--- src/common/conv_pkg.sv ---
package conv_pkg;

  // Word widths of the datapath
  localparam int PIXEL_W   = 8;
  localparam int WEIGHT_W  = 8;
  localparam int PRODUCT_W = PIXEL_W + WEIGHT_W;
  localparam int ACC_W     = 32;

  // Half kernel width, kw = 2*kw2 + 1
  localparam int KW2_W = 2;

  // Signed input pixel
  typedef logic signed [PIXEL_W-1:0] pixel_t;

  // Signed weight, one per member
  typedef logic signed [WEIGHT_W-1:0] weight_t;

  // Full precision multiplier result
  typedef logic signed [PRODUCT_W-1:0] product_t;

  // Accumulator word, wide enough for long input-channel blocks
  typedef logic signed [ACC_W-1:0] acc_t;

  typedef logic [KW2_W-1:0] kw2_t;

  // Step buffer either passes beats or blocks input while the last beat drains
  typedef enum logic {
    S_PASS  = 1'b0,
    S_BLOCK = 1'b1
  } step_state_t;

endpackage

--- src/hw/step_buffer.sv ---
`timescale 1ns/10ps

module step_buffer #(
  parameter int MEMBERS = 6,
  parameter int UNITS   = 2,
  parameter int KW_MAX  = 3
) (
  input  logic                                     clk,
  input  logic                                     clken_mul,
  input  logic                                     reset,
  input  logic                                     s_valid,
  output logic                                     s_ready,
  input  logic                                     s_last,
  input  logic                                     s_cin_last,
  input  conv_pkg::kw2_t                           s_kw2,
  input  conv_pkg::pixel_t  [UNITS-1:0]            s_pixels,
  input  conv_pkg::weight_t [MEMBERS-1:0]          s_weights,
  output logic              [MEMBERS-1:0]          step_valid,
  output logic              [MEMBERS-1:0]          step_last,
  output logic              [MEMBERS-1:0]          step_cin_last,
  output conv_pkg::kw2_t    [MEMBERS-1:0]          step_kw2,
  output logic              [MEMBERS-1:0]          step_sub_base,
  output conv_pkg::pixel_t  [MEMBERS-1:0][UNITS-1:0] step_pixels,
  output conv_pkg::weight_t [MEMBERS-1:0]          step_weights
);

  conv_pkg::step_state_t state, state_next;

  logic accept;

  // One registered copy of the previous beat, shared by all delayed members
  logic                           dly_valid;
  logic                           dly_last;
  logic                           dly_cin_last;
  conv_pkg::kw2_t                 dly_kw2;
  conv_pkg::pixel_t  [UNITS-1:0]  dly_pixels;
  conv_pkg::weight_t [MEMBERS-1:0] dly_weights;

  conv_pkg::kw2_t kw2_cur;

  assign accept  = s_valid && s_ready;
  assign s_ready = (state == conv_pkg::S_PASS) ? clken_mul : 1'b0;

  always_ff @(posedge clk) begin
    if (reset) begin
      dly_valid <= 1'b0;
      dly_last  <= 1'b0;
    end else if (clken_mul) begin
      dly_valid <= accept;
      dly_last  <= accept && s_last;
    end
  end

  always_ff @(posedge clk) begin
    if (clken_mul && accept) begin
      dly_cin_last <= s_cin_last;
      dly_kw2      <= s_kw2;
      dly_pixels   <= s_pixels;
      dly_weights  <= s_weights;
    end
  end

  // While blocked the live kw2 is meaningless, so keep the drained beat's grouping
  assign kw2_cur = (state == conv_pkg::S_PASS) ? s_kw2 : dly_kw2;

  always_comb begin
    step_sub_base = '0;
    for (int k = 0; k <= KW_MAX / 2; k++) begin
      if (kw2_cur == k) begin
        for (int m = 0; m < MEMBERS; m++)
          step_sub_base[m] = (m % (2 * k + 1) == 0);
      end
    end
  end

  always_comb begin
    for (int m = 0; m < MEMBERS; m++) begin
      step_valid[m]    = step_sub_base[m] ? accept     : dly_valid;
      step_last[m]     = step_sub_base[m] ? s_last     : dly_last;
      step_cin_last[m] = step_sub_base[m] ? s_cin_last : dly_cin_last;
      step_kw2[m]      = step_sub_base[m] ? kw2_cur    : dly_kw2;
      step_pixels[m]   = step_sub_base[m] ? s_pixels   : dly_pixels;
      step_weights[m]  = step_sub_base[m] ? s_weights[m] : dly_weights[m];
    end
  end

  always_comb begin
    state_next = state;
    case (state)
      conv_pkg::S_PASS:  if (accept && s_last) state_next = conv_pkg::S_BLOCK;
      conv_pkg::S_BLOCK: if (!(dly_valid && dly_last)) state_next = conv_pkg::S_PASS; // Drained
      default:           state_next = conv_pkg::S_PASS;
    endcase
  end

  always_ff @(posedge clk) begin
    if (reset)
      state <= conv_pkg::S_PASS;
    else if (clken_mul)
      state <= state_next;
  end

endmodule

--- src/mac_chain/member_control.sv ---
`timescale 1ns/10ps

module member_control #(
  parameter int MEMBERS             = 6,
  parameter int LATENCY_MULTIPLIER  = 2,
  parameter int LATENCY_ACCUMULATOR = 1
) (
  input  logic                          clk,
  input  logic                          clken,
  input  logic                          reset,
  input  logic           [MEMBERS-1:0]  step_valid,
  input  logic           [MEMBERS-1:0]  step_last,
  input  logic           [MEMBERS-1:0]  step_cin_last,
  input  conv_pkg::kw2_t [MEMBERS-1:0]  step_kw2,
  input  logic           [MEMBERS-1:0]  step_sub_base,
  output logic                          clken_mul,
  output logic           [MEMBERS-1:0]  mux_sel,
  output logic           [MEMBERS-1:0]  clken_acc,
  output logic           [MEMBERS-1:0]  bypass,
  output logic           [MEMBERS-1:0]  mul_valid,
  output logic           [MEMBERS-1:0]  acc_valid,
  output logic           [MEMBERS-1:0]  acc_last,
  output conv_pkg::kw2_t [MEMBERS-1:0]  acc_kw2
);

  // Valid leaves one stage after the accumulator register, plus the output stages
  localparam int ACC_STAGES = LATENCY_ACCUMULATOR + 1;

  logic           [MEMBERS-1:0] mv_pipe [LATENCY_MULTIPLIER];
  logic           [MEMBERS-1:0] ml_pipe [LATENCY_MULTIPLIER];
  logic           [MEMBERS-1:0] mc_pipe [LATENCY_MULTIPLIER];
  logic           [MEMBERS-1:0] mb_pipe [LATENCY_MULTIPLIER];
  conv_pkg::kw2_t [MEMBERS-1:0] mk_pipe [LATENCY_MULTIPLIER];

  logic           [MEMBERS-1:0] av_pipe [ACC_STAGES];
  logic           [MEMBERS-1:0] al_pipe [ACC_STAGES];
  conv_pkg::kw2_t [MEMBERS-1:0] ak_pipe [ACC_STAGES];

  logic [MEMBERS-1:0] mul_v, mul_last, mul_cin_last, mul_sub_base;
  logic [MEMBERS-1:0] sel_q, sel_en, sel_next, prev_sel, prev_valid;
  logic [MEMBERS-1:0] own_valid, in_valid, bypass_q, last_hold, vd_in, ld_in;
  logic               mux_sel_none;

  always_ff @(posedge clk) begin
    if (reset) begin
      for (int i = 0; i < LATENCY_MULTIPLIER; i++) begin
        mv_pipe[i] <= '0;
        ml_pipe[i] <= '0;
        mc_pipe[i] <= '0;
        mb_pipe[i] <= '0;
        mk_pipe[i] <= '0;
      end
    end else if (clken_mul) begin
      mv_pipe[0] <= step_valid;
      ml_pipe[0] <= step_last;
      mc_pipe[0] <= step_cin_last;
      mb_pipe[0] <= step_sub_base;
      mk_pipe[0] <= step_kw2;
      for (int i = 1; i < LATENCY_MULTIPLIER; i++) begin
        mv_pipe[i] <= mv_pipe[i-1];
        ml_pipe[i] <= ml_pipe[i-1];
        mc_pipe[i] <= mc_pipe[i-1];
        mb_pipe[i] <= mb_pipe[i-1];
        mk_pipe[i] <= mk_pipe[i-1];
      end
    end
  end

  assign mul_v        = mv_pipe[LATENCY_MULTIPLIER-1];
  assign mul_last     = ml_pipe[LATENCY_MULTIPLIER-1];
  assign mul_cin_last = mc_pipe[LATENCY_MULTIPLIER-1];
  assign mul_sub_base = mb_pipe[LATENCY_MULTIPLIER-1];

  // Any non-base member pulling its neighbor freezes the multipliers
  assign mux_sel_none = ~|(sel_q & ~mul_sub_base);
  assign clken_mul    = clken && mux_sel_none;
  assign mux_sel      = sel_q;
  assign mul_valid    = mul_v & {MEMBERS{clken_mul}};
  assign own_valid    = mul_valid & ~sel_q;

  assign prev_sel   = {sel_q[MEMBERS-2:0], 1'b0};
  assign prev_valid = {acc_valid[MEMBERS-2:0], 1'b0};

  always_comb begin
    for (int m = 0; m < MEMBERS; m++) begin
      // Selecting members wait until the lower neighbor has its finished sum
      if (mul_sub_base[m])
        clken_acc[m] = clken_mul;
      else if (sel_q[m])
        clken_acc[m] = clken && !prev_sel[m] && prev_valid[m];
      else
        clken_acc[m] = clken;
      in_valid[m] = sel_q[m] || own_valid[m];
      sel_en[m]   = clken_acc[m] && in_valid[m];
      sel_next[m] = (m != 0) && !sel_q[m] && mul_cin_last[m] && !mul_sub_base[m];
      bypass[m]   = bypass_q[m] && own_valid[m]; // First beat of a block loads
      vd_in[m]    = mul_sub_base[m] ? (own_valid[m] && mul_cin_last[m]) : sel_q[m];
      ld_in[m]    = vd_in[m] && (mul_sub_base[m] ? mul_last[m] : last_hold[m]);
    end
  end

  always_ff @(posedge clk) begin
    if (reset) begin
      sel_q     <= '0;
      bypass_q  <= '1;
      last_hold <= '0;
    end else begin
      for (int m = 0; m < MEMBERS; m++) begin
        if (sel_en[m])
          sel_q[m] <= sel_next[m];
        if (clken_acc[m] && own_valid[m]) begin
          bypass_q[m]  <= mul_cin_last[m];
          last_hold[m] <= mul_last[m]; // Kept for the chained result
        end
      end
    end
  end

  always_ff @(posedge clk) begin
    if (reset) begin
      for (int i = 0; i < ACC_STAGES; i++) begin
        av_pipe[i] <= '0;
        al_pipe[i] <= '0;
        ak_pipe[i] <= '0;
      end
    end else begin
      for (int m = 0; m < MEMBERS; m++) begin
        if (clken_acc[m]) begin
          av_pipe[0][m] <= vd_in[m];
          al_pipe[0][m] <= ld_in[m];
          ak_pipe[0][m] <= mk_pipe[LATENCY_MULTIPLIER-1][m];
          for (int i = 1; i < ACC_STAGES; i++) begin
            av_pipe[i][m] <= av_pipe[i-1][m];
            al_pipe[i][m] <= al_pipe[i-1][m];
            ak_pipe[i][m] <= ak_pipe[i-1][m];
          end
        end
      end
    end
  end

  assign acc_valid = av_pipe[ACC_STAGES-1];
  assign acc_last  = al_pipe[ACC_STAGES-1];
  assign acc_kw2   = ak_pipe[ACC_STAGES-1];

endmodule

--- src/mac_chain/mac_lane.sv ---
`timescale 1ns/10ps

module mac_lane #(
  parameter int LATENCY_MULTIPLIER  = 2,
  parameter int LATENCY_ACCUMULATOR = 1
) (
  input  logic              clk,
  input  logic              clken_mul,
  input  logic              clken_acc,
  input  logic              mux_sel,
  input  logic              mul_valid,
  input  logic              bypass,
  input  conv_pkg::pixel_t  pixel,
  input  conv_pkg::weight_t weight,
  input  conv_pkg::acc_t    neighbor_acc,
  output conv_pkg::acc_t    acc
);

  conv_pkg::product_t prod_pipe [LATENCY_MULTIPLIER];
  conv_pkg::acc_t     out_pipe  [LATENCY_ACCUMULATOR];
  conv_pkg::acc_t     acc_in;
  conv_pkg::acc_t     acc_reg;

  always_ff @(posedge clk) begin
    if (clken_mul) begin
      prod_pipe[0] <= pixel * weight;
      for (int i = 1; i < LATENCY_MULTIPLIER; i++)
        prod_pipe[i] <= prod_pipe[i-1];
    end
  end

  // Invalid products add zero so the running sum holds
  always_comb begin
    if (mux_sel)
      acc_in = neighbor_acc;
    else if (mul_valid)
      acc_in = conv_pkg::acc_t'(prod_pipe[LATENCY_MULTIPLIER-1]); // Sign extended
    else
      acc_in = '0;
  end

  always_ff @(posedge clk) begin
    if (clken_acc) begin
      acc_reg     <= bypass ? acc_in : acc_reg + acc_in;
      out_pipe[0] <= acc_reg;
      for (int i = 1; i < LATENCY_ACCUMULATOR; i++)
        out_pipe[i] <= out_pipe[i-1];
    end
  end

  assign acc = out_pipe[LATENCY_ACCUMULATOR-1];

endmodule

--- src/hw/output_mask.sv ---
`timescale 1ns/10ps

module output_mask #(
  parameter int MEMBERS = 6
) (
  input  logic           [MEMBERS-1:0] clken_acc,
  input  logic           [MEMBERS-1:0] acc_valid,
  input  logic           [MEMBERS-1:0] acc_last,
  input  conv_pkg::kw2_t [MEMBERS-1:0] acc_kw2,
  input  logic           [MEMBERS-1:0] mux_sel,
  output logic           [MEMBERS-1:0] m_member_valid,
  output logic                         m_valid,
  output logic                         m_last
);

  logic [MEMBERS-1:0] group_top, last_member, upper_sel;

  // A partial sum being pulled by the member above is not a result
  assign upper_sel = {1'b0, mux_sel[MEMBERS-1:1]};

  always_comb begin
    group_top   = '0;
    last_member = '0;
    for (int m = 0; m < MEMBERS; m++) begin
      for (int k = 0; k < (1 << conv_pkg::KW2_W); k++) begin
        if (acc_kw2[m] == k) begin
          group_top[m]   = (m % (2 * k + 1) == 2 * k);
          last_member[m] = (m == (MEMBERS / (2 * k + 1)) * (2 * k + 1) - 1);
        end
      end
    end
  end

  assign m_member_valid = clken_acc & acc_valid & group_top & ~upper_sel;
  assign m_valid        = |m_member_valid;
  assign m_last         = |(m_member_valid & acc_last & last_member); // Highest full group only

endmodule

--- src/hw/conv_engine.sv ---
`timescale 1ns/10ps

module conv_engine #(
  parameter int MEMBERS             = 6,
  parameter int UNITS               = 2,
  parameter int KW_MAX              = 3,
  parameter int LATENCY_MULTIPLIER  = 2,
  parameter int LATENCY_ACCUMULATOR = 1
) (
  input  logic                                   clk,
  input  logic                                   clken,
  input  logic                                   reset,
  input  logic                                   s_valid,
  output logic                                   s_ready,
  input  logic                                   s_last,
  input  logic                                   s_cin_last,
  input  conv_pkg::kw2_t                         s_kw2,
  input  conv_pkg::pixel_t  [UNITS-1:0]          s_pixels,
  input  conv_pkg::weight_t [MEMBERS-1:0]        s_weights,
  output logic                                   m_valid,
  output logic                                   m_last,
  output logic              [MEMBERS-1:0]        m_member_valid,
  output conv_pkg::acc_t    [MEMBERS-1:0][UNITS-1:0] m_data
);

  logic                                      clken_mul;
  logic              [MEMBERS-1:0]           step_valid, step_last, step_cin_last, step_sub_base;
  conv_pkg::kw2_t    [MEMBERS-1:0]           step_kw2, acc_kw2;
  conv_pkg::pixel_t  [MEMBERS-1:0][UNITS-1:0] step_pixels;
  conv_pkg::weight_t [MEMBERS-1:0]           step_weights;
  logic              [MEMBERS-1:0]           mux_sel, clken_acc, bypass, mul_valid;
  logic              [MEMBERS-1:0]           acc_valid, acc_last;

  step_buffer #(
    .MEMBERS (MEMBERS),
    .UNITS   (UNITS),
    .KW_MAX  (KW_MAX)
  ) step_buffer0 (
    .clk           (clk),
    .clken_mul     (clken_mul),
    .reset         (reset),
    .s_valid       (s_valid),
    .s_ready       (s_ready),
    .s_last        (s_last),
    .s_cin_last    (s_cin_last),
    .s_kw2         (s_kw2),
    .s_pixels      (s_pixels),
    .s_weights     (s_weights),
    .step_valid    (step_valid),
    .step_last     (step_last),
    .step_cin_last (step_cin_last),
    .step_kw2      (step_kw2),
    .step_sub_base (step_sub_base),
    .step_pixels   (step_pixels),
    .step_weights  (step_weights)
  );

  member_control #(
    .MEMBERS             (MEMBERS),
    .LATENCY_MULTIPLIER  (LATENCY_MULTIPLIER),
    .LATENCY_ACCUMULATOR (LATENCY_ACCUMULATOR)
  ) member_control0 (
    .clk           (clk),
    .clken         (clken),
    .reset         (reset),
    .step_valid    (step_valid),
    .step_last     (step_last),
    .step_cin_last (step_cin_last),
    .step_kw2      (step_kw2),
    .step_sub_base (step_sub_base),
    .clken_mul     (clken_mul),
    .mux_sel       (mux_sel),
    .clken_acc     (clken_acc),
    .bypass        (bypass),
    .mul_valid     (mul_valid),
    .acc_valid     (acc_valid),
    .acc_last      (acc_last),
    .acc_kw2       (acc_kw2)
  );

  // Lanes chained by member, member 0 has no neighbor
  for (genvar m = 0; m < MEMBERS; m++) begin : g_member
    for (genvar u = 0; u < UNITS; u++) begin : g_unit
      mac_lane #(
        .LATENCY_MULTIPLIER  (LATENCY_MULTIPLIER),
        .LATENCY_ACCUMULATOR (LATENCY_ACCUMULATOR)
      ) lane (
        .clk          (clk),
        .clken_mul    (clken_mul),
        .clken_acc    (clken_acc[m]),
        .mux_sel      ((m == 0) ? 1'b0 : mux_sel[m]),
        .mul_valid    (mul_valid[m]),
        .bypass       (bypass[m]),
        .pixel        (step_pixels[m][u]),
        .weight       (step_weights[m]),
        .neighbor_acc ((m == 0) ? conv_pkg::acc_t'(0) : m_data[(m == 0) ? 0 : m-1][u]),
        .acc          (m_data[m][u])
      );
    end
  end

  output_mask #(
    .MEMBERS (MEMBERS)
  ) output_mask0 (
    .clken_acc      (clken_acc),
    .acc_valid      (acc_valid),
    .acc_last       (acc_last),
    .acc_kw2        (acc_kw2),
    .mux_sel        (mux_sel),
    .m_member_valid (m_member_valid),
    .m_valid        (m_valid),
    .m_last         (m_last)
  );

endmodule

--- config.mk ---
export PLATFORM = sky130hd
export DESIGN_NAME = conv_engine
export DESIGN_NICKNAME = d
export VERILOG_FILES = /design/src/common/conv_pkg.sv /design/src/hw/step_buffer.sv /design/src/mac_chain/member_control.sv /design/src/mac_chain/mac_lane.sv /design/src/hw/output_mask.sv /design/src/hw/conv_engine.sv
export SDC_FILE = /design/constraint.sdc
export NUM_CORES = 2
export LEC_CHECK = 0
export BUFFER_PORTS_ARGS = -buffer_cell sky130_fd_sc_hd__buf_2
export CAP_MARGIN = 15
export CORE_UTILIZATION = 25
export DETAILED_ROUTE_END_ITERATION = 16
export GPL_TIMING_DRIVEN = 0
export RECOVER_POWER = 100
export SYNTH_ARGS = -nofsm -noshare
export SYNTH_HDL_FRONTEND = slang
export SYNTH_SLANG_ARGS = --single-unit
--- constraint.sdc ---
create_clock -name clk -period 21.7 [get_ports clk]
set_clock_uncertainty 0.1 [all_clocks]
set_input_delay 2.17 -clock clk [delete_from_list [all_inputs] [get_ports clk]]
set_output_delay 2.17 -clock clk [all_outputs]
set_load 0.03 [all_outputs]
==> impl_metrics.ini <==
[yosys]
synthXorXnorAreaFrac_pct = 4.88
synthesis.area_mm2 = 0.0940
syn_area_per_cell_um2 = 10.6
yosys_warnings = 0
synthAdderAreaFrac_pct = 23.9
synth_edf_count = 1277
synth_seq_cells = 1293
syn_inst = 8902
synth_top_family_by_area = adder cells
synth_ff_type = edfxtp_1
synthesis.nets = 10400
synthMuxAreaShare_pct = 2.85
async_reset_ff_share_pct = 0
synth_compound_area_share_pct = 10.5
synth_cell_types = 92
yosys.area_share.simple_pct = 11.3
ys_seq_area_share_pct = 41.1

[sta]
hold_viol_final = 0
slew_headroom_pct = -258
fin_setup_tns_ps = 0
fin_crit_ps = 14810
fmaxAchievable_ghz = 0.0675
rsz0062_at_grt = no
drv_slew = 1140
setup_violations = 0
worstMarginPinSlew_ps = 5370
finalCritPeriodShare_pct = 68.3

[grt]
antenna_found_initial = 82
grt_max_degree = 98
grt_usage_pct = 16.5
grt_pass1_wl_um = 457000
overflow = 0
grt_pass1_vias = 66600

[critical_path]
max_stage_delay_ps = 2670
crit_type = in2reg
reg2reg_from = member_control0.mux_sel[4]
cpMostUsedCell = clkbuf_1
path_cells = clkbuf_1 -> o21ai_0 -> or2_1 -> clkbuf_1 -> inv_1 -> clkbuf_1 -> clkbuf_1 -> clkbuf_1 -> clkbuf_1 -> buf_16 -> and3_1 -> ha_1 -> a21o_1 -> a21o_1 -> a21oi_1 -> o22ai_1 -> o21ai_0 -> o21ai_0 -> a221o_1 -> a21oi_1 -> o21ai_0 -> xor2_1 -> a211o_1
cp.arrival_ps = 15270
r2r-end = g_member[0].g_unit[1].lane.acc_reg[31]
ff2ff_path_depth = 23
worstSetupStartpointType = input port
cp_max_fo = 72
worst-endpoint-required_ps = 22160
crit_path_end_kind = flop
slowest_stage = clkbuf_1
regToRegSetupSlack_ps = 7560

[cells_and_area]
drive_gt1_share_pct = 5.03
final_nets = 11000
multi_input_area_mm2 = 0.0501
syn_to_final_growth_pct = 14.1
n_fill_cell = 39200
final_cell_mix = 1277 x edfxtp_1, 1113 x nand2_1, 1057 x inv_1
postLayoutCellArea_mm2 = 0.107
fin_cells = 14700
regArea_mm2 = 0.0387
layout_commonest_cell = edfxtp_1

[drt]
initialDrtViolationCount = 5615
via_count = 68000
wirelength_um = 320000
wl_per_cell_um = 21.8
ant_nets = 0
post_drt_via_cell_ratio = 4.63
dr.pass1.iters = 8
drcViolationCount = 0

[power]
peakVddDrop_mv = 0.123
leakagePower_nw = 45.6
p_per_area_mw_per_mm2 = 132

[placed_design]
post_dp_cell_area_mm2 = 0.103
port_buffers = 463
gp_congestion = 0.940
dp.cells = 14400
hpwl_um = 262000

[outcome]
status = finished, violations left
violations = capacitance limit, slew limit

[floorplanning]
die_y_um = 615
pin_count = 465
rows = 224
dieArea_mm2 = 0.379
core_mm2 = 0.373
start_util_pct = 25.2
dieWidth_um = 615

[cts]
clk_latency_ps = 840
cts_resized = 0
clock_sinks = 1293
clockBufferDepth = 4
path_clk_slew_ps = 60
cts_tree = yes
postCtsHoldBufs = 0
cts_inserted_buffers = 164
h-tree-depth = 4
post_cts_buffers = 0
cts-root-buf = clkbuf_16

[run]
max_cap_violations = 19

[worst_hold_path]
hold_path_class = reg2reg
hold_end = g_member[4].g_unit[1].lane.prod_pipe[0][30]
min-delay-start = g_member[4].g_unit[1].lane.prod_pipe[0][14]
min_delay_path_depth = 0
-- stage by stage --
stage          setup slack (ps)  hold slack [ps]  utilization (%)  power (W)
6_report                   6890              298             28.7     0.0141
3_5_place_dp              10400              305             27.6     0.0115
2_1_floorplan              4860              300                -    0.00900
4_1_cts                   11260              299             29.0     0.0143
5_1_grt                    6020              317             28.7     0.0151
3_3_place_gp               -513              301             27.5     0.0115
-- synthesized netlist by cell type (all sizes together), types with 36 or more instances --
| master | n | area [um^2] |
|---|---|---|
| nor2 | 811 | 3050 |
| mux2 | 151 | 1700 |
| o21bai | 72 | 541 |
| o21ai | 582 | 2930 |
| nand4 | 45 | 282 |
| buf | 39 | 181 |
| o21a | 43 | 323 |
| xnor2 | 345 | 3020 |
| mux2i | 98 | 981 |
| a21o | 246 | 1850 |
| nand2 | 1113 | 4180 |
| nor2b | 74 | 463 |
| nand3 | 67 | 335 |
| inv | 1063 | 3990 |
| nand2b | 87 | 544 |
| xor2 | 179 | 1570 |
| a31oi | 36 | 225 |
| and2 | 69 | 432 |
| nor3 | 60 | 312 |
| a21oi | 417 | 2100 |
| ha | 720 | 9010 |
| fa | 672 | 13500 |
| edfxtp | 1277 | 38300 |
| and3 | 63 | 394 |
| clkbuf | 248 | 931 |
-- logic make-up (layout without fill, tap and decap cells) --
group	after synthesis	in the layout
fa+ha+maj	1392	1392
simple gates	2484	2484
xor+xnor	524	524
other cells	0	16
buf+inv	1351	2134
flops	1293	1293
mux	249	249
compound gates	1609	1609
-- how the worst max path moves through the flow --
stage / start / end / slack (ps) / depth (start not counted)
final: clken / g_member[0].g_unit[1].lane.acc_reg[31] / 6890 / 23
after floorplan: clken / g_member[0].g_unit[1].lane.acc_reg[31] / 4860 / 18
after detailed placement: s_kw2[1] / g_member[1].g_unit[1].lane.prod_pipe[0][15] / 10400 / 26
after CTS: s_kw2[1] / g_member[1].g_unit[1].lane.prod_pipe[0][15] / 11260 / 26
after global routing: clken / g_member[0].g_unit[1].lane.acc_reg[31] / 6020 / 23
after global placement: clken / g_member[0].g_unit[1].lane.acc_reg[31] / -510 / 19
-- routing by layer --
layer  vias up  routed length, um  track usage (%)
met5         -                311                0
met4        50              20700             9.13
met3       686              21300             2.96
met2      2431             151000             27.9
met1     33100             126000             19.8
li1      31700                  -                -
-- critical path, delay by kind of cell --
kind / cells / cell delay, ps
compound gates: 11 / 2800
fa+ha+maj: 1 / 280
xor+xnor: 1 / 200
buf+inv: 8 / 9210
simple gates: 2 / 480
-- report_power, final --
group / leakage [nW] / internal [W] / switching [W]
Combinational: 30.4 / 0.00266 / 0.00452
Sequential: 12.7 / 0.00386 / 0.000393
Clock: 2.48 / 0.00156 / 0.00112
Total: 45.6 / 0.00808 / 0.00603
-- area by class of cell --
cell class / count / area share (%)
Multi-Input combinational cell: 6258 / 46.7
Clock inverter: 95 / 0.841
Sequential cell: 1293 / 36.0
Inverter: 1064 / 3.73
Timing Repair Buffer: 501 / 1.88
Tap cell: 4972 / 5.80
Antenna cell: 16 / 0.0373
Buffer: 287 / 1.02
Clock buffer: 187 / 3.94
No activity file was read; power rests on OpenSTA's default activity.
